`src/logic/mem_pkg.sv`:
```
// memory side of the bridge: word store and address regions
package mem_pkg;

  // one stored word, even byte in the high half
  typedef logic [15:0] word_t;

  // 256 words stand in for the external sdram
  localparam int WORD_ADDR_BITS = 8;

  // word index, taken from byte address bits 8:1
  typedef logic [WORD_ADDR_BITS-1:0] word_addr_t;

  // top byte of the 32-bit address
  typedef logic [7:0] region_t;

  localparam region_t REGION_MEM  = 8'h00; // word memory
  localparam region_t REGION_CTRL = 8'hFF; // control byte

  // every other region reads 00 and drops writes

endpackage

```
`src/logic/spi_pkg.sv`:
```
// byte-level view of the spi host link
package spi_pkg;

  // one byte on mosi or miso
  typedef logic [7:0] byte_t;

  // full byte address, sent msb first after the command
  typedef logic [31:0] spi_addr_t;

  // command byte opcodes
  localparam byte_t CMD_WRITE = 8'h02; // data bytes follow, host to memory
  localparam byte_t CMD_READ  = 8'h03; // data bytes clocked back on miso

  // address bytes between command and data
  localparam int ADDR_BYTES = 4;

endpackage

```
`src/logic/byte_bus_if.sv`:
```
// byte strobes from the spi slave to the packer
interface byte_bus_if;

  logic               rd;    // one clk, fetch byte at addr
  logic               wr;    // one clk, wdata to addr
  spi_pkg::spi_addr_t addr;  // valid during rd or wr
  spi_pkg::byte_t     wdata; // valid during wr
  spi_pkg::byte_t     rdata; // valid 2 clk after rd, held until next rd

  modport slave (
    output rd, wr, addr, wdata,
    input  rdata
  );

  modport packer (
    input  rd, wr, addr, wdata,
    output rdata
  );

endinterface

```
`src/logic/word_bus_if.sv`:
```
// word strobes from the packer to the word store
interface word_bus_if;

  logic                we;    // one clk write
  logic                re;    // one clk read
  mem_pkg::word_addr_t addr;  // shared by reads and writes
  mem_pkg::word_t      wdata; // valid with we
  mem_pkg::word_t      rdata; // registered, valid 1 clk after re

  modport packer (
    output we, re, addr, wdata,
    input  rdata
  );

  modport store (
    input  we, re, addr, wdata,
    output rdata
  );

endinterface

```
`src/logic/byte_packer.sv`:
```
// region decode, control byte and byte-to-word packing
module byte_packer (
  input  logic           clk,
  input  logic           reset,
  byte_bus_if.packer     bus,
  word_bus_if.packer     mem,
  output spi_pkg::byte_t control
);

  mem_pkg::region_t    region;      // of the strobed address
  logic                is_mem;
  logic                is_ctrl;

  spi_pkg::byte_t      control_q;
  logic                we_q;
  logic                re_q;
  mem_pkg::word_addr_t word_addr_q;
  spi_pkg::byte_t      even_byte;   // waits for its odd partner
  spi_pkg::byte_t      odd_byte;
  mem_pkg::region_t    rd_region_q; // region of the last rd
  logic                rd_low_q;    // odd address picks low half

  assign region  = bus.addr[31:24];
  assign is_mem  = (region == mem_pkg::REGION_MEM);
  assign is_ctrl = (region == mem_pkg::REGION_CTRL);

  always_ff @(posedge clk)
  begin
    if (reset)
    begin
      control_q   <= '0;
      we_q        <= 1'b0;
      re_q        <= 1'b0;
      rd_region_q <= '0;
    end
    else
    begin
      we_q <= bus.wr & is_mem & bus.addr[0]; // odd byte completes the word
      re_q <= bus.rd & is_mem;
      if (bus.wr && is_ctrl)
        control_q <= bus.wdata;
      if (bus.rd)
        rd_region_q <= region;
    end
  end

  // payload, no reset
  always_ff @(posedge clk)
  begin
    if (bus.wr || bus.rd)
      word_addr_q <= bus.addr[mem_pkg::WORD_ADDR_BITS:1];
    if (bus.wr && is_mem)
    begin
      if (bus.addr[0])
        odd_byte <= bus.wdata;
      else
        even_byte <= bus.wdata;
    end
    if (bus.rd)
      rd_low_q <= bus.addr[0];
  end

  // read byte select
  always_comb
  begin
    if (rd_region_q == mem_pkg::REGION_MEM)
      bus.rdata = rd_low_q ? mem.rdata[7:0] : mem.rdata[15:8];
    else if (rd_region_q == mem_pkg::REGION_CTRL)
      bus.rdata = control_q;
    else
      bus.rdata = '0; // unmapped
  end

  assign mem.we    = we_q;
  assign mem.re    = re_q;
  assign mem.addr  = word_addr_q;
  assign mem.wdata = {even_byte, odd_byte}; // even byte high
  assign control   = control_q;

endmodule

```
`src/logic/spi_ram_top.sv`:
```
// spi to word memory bridge, single clock
module spi_ram_top (
  input  logic           clk,
  input  logic           reset,
  input  logic           spi_csn,
  input  logic           spi_sclk,
  input  logic           spi_mosi,
  output logic           spi_miso,
  output spi_pkg::byte_t control
);

  byte_bus_if byte_bus (); // slave to packer
  word_bus_if word_bus (); // packer to store

  // byte strobes from the spi pins
  spi_slave u_spi_slave (
    .clk      (clk),
    .reset    (reset),
    .spi_csn  (spi_csn),
    .spi_sclk (spi_sclk),
    .spi_mosi (spi_mosi),
    .spi_miso (spi_miso),
    .bus      (byte_bus.slave)
  );

  // bytes into words, control byte
  byte_packer u_byte_packer (
    .clk     (clk),
    .reset   (reset),
    .bus     (byte_bus.packer),
    .mem     (word_bus.packer),
    .control (control)
  );

  word_store u_word_store (
    .clk (clk),
    .mem (word_bus.store)
  );

endmodule

```
`src/logic/spi_slave.sv`:
```
// spi mode 0 slave, oversampled on clk
module spi_slave (
  input  logic        clk,
  input  logic        reset,
  input  logic        spi_csn,
  input  logic        spi_sclk,
  input  logic        spi_mosi,
  output logic        spi_miso,
  byte_bus_if.slave   bus
);

  typedef enum logic [2:0] {
    ph_cmd,     // waiting for command byte
    ph_addr,    // collecting address bytes
    ph_data_wr, // write data bytes
    ph_data_rd, // read data bytes
    ph_ignore   // unknown command, wait for csn
  } phase_t;

  phase_t phase;

  // two-flop synchronizers, index 1 is the safe one
  logic [1:0] sclk_sync;
  logic [1:0] csn_sync;
  logic [1:0] mosi_sync;
  logic       sclk_prev; // for edge detect

  logic       sclk_rise;
  logic       sclk_fall;
  logic       byte_done;

  logic [2:0] bit_cnt;  // bits of the current byte
  logic [1:0] byte_cnt; // address bytes seen
  logic       rd_cmd;   // command was a read

  logic [6:0]         shift_in;  // mosi bits so far
  spi_pkg::byte_t     byte_in;   // byte completed by this rise
  spi_pkg::byte_t     shift_out; // miso byte, msb out
  spi_pkg::spi_addr_t addr_q;
  spi_pkg::byte_t     wdata_q;
  logic               wr_q;
  logic               rd_q;
  logic [1:0]         rd_pipe;   // rd delayed until rdata settles

  assign sclk_rise = sclk_sync[1] & ~sclk_prev;
  assign sclk_fall = ~sclk_sync[1] & sclk_prev;
  assign byte_in   = {shift_in, mosi_sync[1]};
  assign byte_done = sclk_rise & (bit_cnt == 3'd7) & ~csn_sync[1];

  always_ff @(posedge clk)
  begin
    if (reset)
    begin
      sclk_sync <= 2'b00;
      csn_sync  <= 2'b11; // bus idle
      mosi_sync <= 2'b00;
      sclk_prev <= 1'b0;
      phase     <= ph_cmd;
      bit_cnt   <= '0;
      byte_cnt  <= '0;
      rd_cmd    <= 1'b0;
      wr_q      <= 1'b0;
      rd_q      <= 1'b0;
      rd_pipe   <= '0;
      shift_out <= '0;
    end
    else
    begin
      sclk_sync <= {sclk_sync[0], spi_sclk};
      csn_sync  <= {csn_sync[0], spi_csn};
      mosi_sync <= {mosi_sync[0], spi_mosi};
      sclk_prev <= sclk_sync[1];
      wr_q      <= 1'b0; // strobes last one clk
      rd_q      <= 1'b0;
      rd_pipe   <= {rd_pipe[0], rd_q};
      if (csn_sync[1])
      begin
        // deselected: drop partial byte, back to command
        phase     <= ph_cmd;
        bit_cnt   <= '0;
        byte_cnt  <= '0;
        shift_out <= '0;
      end
      else
      begin
        if (rd_pipe[1])
          shift_out <= bus.rdata; // bit 7 shows before next rise
        else if (sclk_fall && bit_cnt != 3'd0)
          shift_out <= {shift_out[6:0], 1'b0}; // no shift on fall after a full byte
        if (sclk_rise)
          bit_cnt <= bit_cnt + 3'd1;
        if (byte_done)
        begin
          case (phase)
            ph_cmd:
            begin
              if (byte_in == spi_pkg::CMD_WRITE)
              begin
                rd_cmd <= 1'b0;
                phase  <= ph_addr;
              end
              else if (byte_in == spi_pkg::CMD_READ)
              begin
                rd_cmd <= 1'b1;
                phase  <= ph_addr;
              end
              else
                phase <= ph_ignore;
            end
            ph_addr:
            begin
              byte_cnt <= byte_cnt + 2'd1;
              if (byte_cnt == 2'(spi_pkg::ADDR_BYTES - 1))
              begin
                if (rd_cmd)
                begin
                  phase <= ph_data_rd;
                  rd_q  <= 1'b1; // prefetch first byte
                end
                else
                  phase <= ph_data_wr;
              end
            end
            ph_data_wr: wr_q <= 1'b1;
            ph_data_rd: rd_q <= 1'b1; // fetch following byte
            default: ; // ignore until csn rises
          endcase
        end
      end
    end
  end

  // shift and address path
  always_ff @(posedge clk)
  begin
    if (sclk_rise)
      shift_in <= byte_in[6:0];
    if (byte_done && phase == ph_addr)
      addr_q <= {addr_q[23:0], byte_in}; // msb first
    else if (byte_done && phase == ph_data_rd)
      addr_q <= addr_q + 32'd1; // in step with rd
    else if (wr_q)
      addr_q <= addr_q + 32'd1; // after the write strobe
    if (byte_done && phase == ph_data_wr)
      wdata_q <= byte_in;
  end

  assign bus.wr    = wr_q;
  assign bus.rd    = rd_q;
  assign bus.addr  = addr_q;
  assign bus.wdata = wdata_q;
  assign spi_miso  = shift_out[7];

endmodule

```
`src/logic/word_store.sv`:
```
// on-chip word memory standing in for the sdram
module word_store (
  input  logic      clk,
  word_bus_if.store mem
);

  // contents undefined after power-up
  mem_pkg::word_t ram [1 << mem_pkg::WORD_ADDR_BITS];

  always_ff @(posedge clk)
  begin
    if (mem.we)
      ram[mem.addr] <= mem.wdata;
  end

  // registered read, held between reads
  always_ff @(posedge clk)
  begin
    if (mem.re)
      mem.rdata <= ram[mem.addr];
  end

endmodule

```
`config.mk`:
```
export PLATFORM = sky130hd
export DESIGN_NAME = spi_ram_top
export DESIGN_NICKNAME = d
export VERILOG_FILES = /design/src/logic/mem_pkg.sv /design/src/logic/spi_pkg.sv /design/src/logic/byte_bus_if.sv /design/src/logic/word_bus_if.sv /design/src/logic/byte_packer.sv /design/src/logic/spi_ram_top.sv /design/src/logic/spi_slave.sv /design/src/logic/word_store.sv
export SDC_FILE = /design/constraint.sdc
export NUM_CORES = 2
export LEC_CHECK = 0
export BUFFER_PORTS_ARGS = -buffer_cell sky130_fd_sc_hd__buf_2
export CORE_ASPECT_RATIO = 0.8
export CORE_MARGIN = 1
export CORE_UTILIZATION = 57
export DETAILED_ROUTE_END_ITERATION = 8
export PLACE_DENSITY = 0.75
export SLEW_MARGIN = 30
export SYNTH_ARGS = -nofsm -noshare
export SYNTH_HDL_FRONTEND = slang
export SYNTH_HIERARCHICAL = 1
export SYNTH_SLANG_ARGS = --single-unit
```
`constraint.sdc`:
```
create_clock -name clk -period 4.08 [get_ports clk]
set_input_delay 0.204 -clock clk [delete_from_list [all_inputs] [get_ports clk]]
set_output_delay 0.204 -clock clk [all_outputs]
set_load 0.02 [all_outputs]
```
==> flow_metrics.py <==
metrics = {
    "logic_synthesis": {
        "synth-adder-area-share": 0.0003891,
        "synth-simple-area-share": 0.01472,
        "synth-compound-area-share": 0.03727,
        "synth-edff-count": 4184,
        "synth-xor-area-share": 0.001580,
        "synthArstFlopShare": 0,
        "synth-seq-area-share": 0.7872,
        "yosysUniqueCellTypes": 53,
        "syn-instance-count": 7177,
        "synth_top_family_by_area": "multiplexers",
        "ys_warn_count": 6,
        "synth_area_um2": 160800,
        "synth_ff_type": "edfxtp_1",
        "syn_area_per_cell_um2": 22.40,
        "synth-seq-cells": 4230,
        "synthMuxAreaShare": 0.1461,
        "syn_nets": 7187,
    },
    "pwr": {
        "pwr-share-seq": 0.573,
        "switching_power_w": 0.01558,
        "total_power_w": 0.08198,
        "p_leak_nw": 56.64,
        "comb_power_share": 0,
        "p_int_w": 0.06640,
        "pwr_density_cell_nw_per_um2": 449.4,
        "p_sw_frac": 0.1901,
        "ir_drop_mv": 0.4399,
        "power_frac_clock": 0.427,
    },
    "job": {
        "maxCapViolCount": 0,
    },
    "global_routing": {
        "grt_pass1_wl_um": 595400,
        "grt_antenna_before_repair": 18,
        "track_usage": 0.2950,
        "grt_pass1_vias": 80390,
        "grt_max_degree": 201,
        "gr-total-overflow": 0,
    },
    "sta": {
        "skew_ns": 0.05139,
        "tightest_slew_ns": 1.149,
        "maxSlewViolCount": 0,
        "setup_violations": 0,
        "hold_viol_final": 0,
        "fin_crit_sh": 0.9902,
        "final.min_clock_period_ns": 4.040,
        "setup_ws_ns": 0.03994,
        "rsz0062_at_grt": "false",
        "relSlewSlack": 0.2337,
        "fmax_ghz": 0.2475,
    },
    "cells_and_area": {
        "final_common_cell": "edfxtp_1",
        "syn_to_final_growth_pct": 13.48,
        "regArea_um2": 126600,
        "fin_nets": 7811,
        "nFillCells": 17090,
        "multi_input_area_um2": 32700,
        "final_util": 0.6501,
        "layout_common_cells": "edfxtp_1, mux4_2, buf_4",
        "drive_gt1_frac": 0.2884,
    },
    "place": {
        "port_buffers": 13,
        "gp_congestion": 0.8912,
        "pre_cts_slack_ns": -0.06937,
        "hpwl_um": 238300,
    },
    "worst_hold_path": {
        "holdCritPathClass": "in -> reg",
        "hold_depth": 3,
    },
    "run_status": {
        "run_status": "finished, final reports clean",
    },
    "clock_network": {
        "postCtsSetupRepairBufs": 0,
        "cts_buffers": 378,
        "htree_levels": 5,
        "cts.sinks": 4230,
        "ctsLongestPathBuffers": 4,
        "clk_pin_slew_ns": 0.06,
        "clock-root-buffer": "clkbuf_16",
        "cts_tree": "yes",
        "clkLatencyLatePin_ns": 0.93,
    },
    "setup_path": {
        "worstPathArrival_ns": 4.70,
        "worstPathCellList": "buf_12 -> buf_12 -> buf_12 -> mux4_2 -> a22oi_1 -> a21oi_1 -> o41ai_1 -> buf_4 -> nand4_1",
        "cp_slowest_cell": "o41ai_1",
        "cp-end-kind": "register",
        "reg2reg_depth": 9,
        "crit_required_ns": 4.74,
        "critPathLaunchType": "register",
        "crit_type": "reg -> reg",
        "path_max_fanout": 37,
        "slowest_delay_ns": 0.86,
        "cpMostUsedCell": "buf_12",
    },
    "routing": {
        "viasPerCell": 6.997,
        "ant_nets": 0,
        "drc": 0,
        "wl_per_cell_um": 35.70,
        "routed_wl_um": 421500,
        "drt-pass1-iter-count": 6,
        "drtIter0Drc": 13570,
        "num_vias": 82620,
    },
    "floorplanning": {
        "dieArea_um2": 284200,
        "die_h_um": 477.0,
        "ioPinCount": 14,
        "row_count": 174,
        "die_w_um": 595.8,
        "start_util": 0.5729,
        "core_um2": 280600,
    },
}
[cells in the mapped netlist, types with 3 or more instances]
cell          n  area share
mux2_2        7     0.00049
clkbuf_1    260      0.0061
and3_1        3     0.00012
nor2b_1      17     0.00066
a21oi_1     262      0.0082
buf_2        81      0.0025
dfxtp_1      46      0.0057
buf_1        54      0.0013
mux2i_1      35      0.0022
nand2b_1     24     0.00093
ha_1          5     0.00039
a22oi_1     512       0.024
o2bb2ai_1     8     0.00044
nor3_1       36      0.0011
nand2_1      72      0.0017
o21ai_0      27     0.00084
xnor2_1      13     0.00071
nor2_1      268      0.0063
xor2_1       16     0.00087
edfxtp_1   4184        0.78
and2_1        4     0.00016
o41ai_1      64      0.0035
mux4_2     1024        0.14
buf_6        25      0.0018
nand4_1      28      0.0011
buf_4        17     0.00079
nand3_1      29     0.00090
inv_1        12     0.00028
nor4_1       10     0.00039
or2_2         7     0.00027
[path summary, 6_finish.rpt]
| path | startpoint | to | slack [ns] |
|---|---|---|---|
| worst max-delay path | u_byte_packer/mem.addr[0]$_DFFE_PP_ | u_word_store/mem.rdata[2]$_DFFE_PP_ | 0.04 |
| worst min-delay path | reset | u_spi_slave/sclk_sync[1]$_SDFF_PP0_ | 0.37 |
| worst max register to register | u_byte_packer/mem.addr[0]$_DFFE_PP_ | u_word_store/mem.rdata[2]$_DFFE_PP_ | 0.04 |
| worst min register to register | u_spi_slave/csn_sync[0]$_SDFF_PP1_ | u_spi_slave/csn_sync[1]$_SDFF_PP1_ | 0.43 |
[stage by stage]
step                instance area, um2  instances  setup TNS [ns]  hold WS [ns]
detailed placement              170200      11100        -0.06937        0.4004
finish                          182400      11810               0        0.3724
global route                    182400      11800               0        0.4243
global placement                170000      11090          -4.495        0.3938
floorplan                       160800       7177               0        0.2756
CTS                             182200      11790               0        0.2989
[sequential cells by signal, indices dropped and copies added, names as in the netlist, 2 cells and up]
signal / flops
u_word_store/ram: 4096
u_spi_slave/bus.addr: 32
u_word_store/mem.rdata: 16
u_byte_packer/control: 8
u_byte_packer/even_byte: 8
u_byte_packer/mem.addr: 8
u_byte_packer/odd_byte: 8
u_byte_packer/rd_region_q: 8
u_spi_slave/bus.wdata: 8
u_spi_slave/shift_out: 8
u_spi_slave/shift_in: 7
u_spi_slave/bit_cnt: 3
u_spi_slave/phase: 3
u_spi_slave/byte_cnt: 2
u_spi_slave/csn_sync: 2
u_spi_slave/mosi_sync: 2
u_spi_slave/rd_pipe: 2
u_spi_slave/sclk_sync: 2
[critical path: cells and delay by family, from the launching register on]
kind | cells | cell delay (ns)
and+or+nand+nor | 1 | 0.08
AOI/OAI and AO/OA | 3 | 1.46
muxes | 1 | 0.55
DFF | 1 | 0.50
buffers and inverters | 4 | 1.11
[cells by family (layout without fill, tap and decap cells)]
kind of cell / count (synthesis) / count (layout)
AO/OA/AOI/OAI: 882 / 882
XOR/XNOR: 29 / 29
adder cells (fa/ha/maj): 5 / 5
buffers and inverters: 449 / 1376
flip-flops: 4230 / 4230
multiplexers: 1066 / 1066
other: 0 / 8
AND/OR/NAND/NOR: 516 / 516
[power by group through the flow]
stage / registers, W / logic [W] / clock network, W
after global placement: 0.0479 / 0.0000169 / 0
after CTS: 0.0470 / 0.0000231 / 0.0352
after detailed placement: 0.0479 / 0.0000175 / 0
after floorplan: 0.0479 / 0.0000126 / 0
final: 0.0470 / 0.0000237 / 0.0350
after global routing: 0.0470 / 0.0000261 / 0.0368
[repair_timing]
action | CTS | global route
pin swaps | 0 | 0
endpoints found under the hold margin | 30 | 0
gates resized for setup | 1 | 5
endpoints found under the setup margin | 1 | 4
hold buffers | 8 | 0
[layout make-up]
| cell class | count | share of cell area |
|---|---|---|
| diodes | 8 | 0.0001097 |
| inverters | 12 | 0.0002469 |
| multi-input cells | 2498 | 0.1793 |
| clock buffers | 466 | 0.05489 |
| clock inverters | 217 | 0.01030 |
| flip-flops and latches | 4230 | 0.6937 |
| repair buffers | 681 | 0.03612 |
| well taps | 3696 | 0.02535 |
[metal layers]
layer | track usage | routed length, um | up-vias
met5 | 0 | 132 | -
met4 | 0.1075 | 16930 | 20
met1 | 0.4206 | 150300 | 43110
li1 | - | - | 31880
met3 | 0.07957 | 59250 | 884
met2 | 0.4444 | 194900 | 6728
Note: power is estimated with default switching activity, not from simulation.
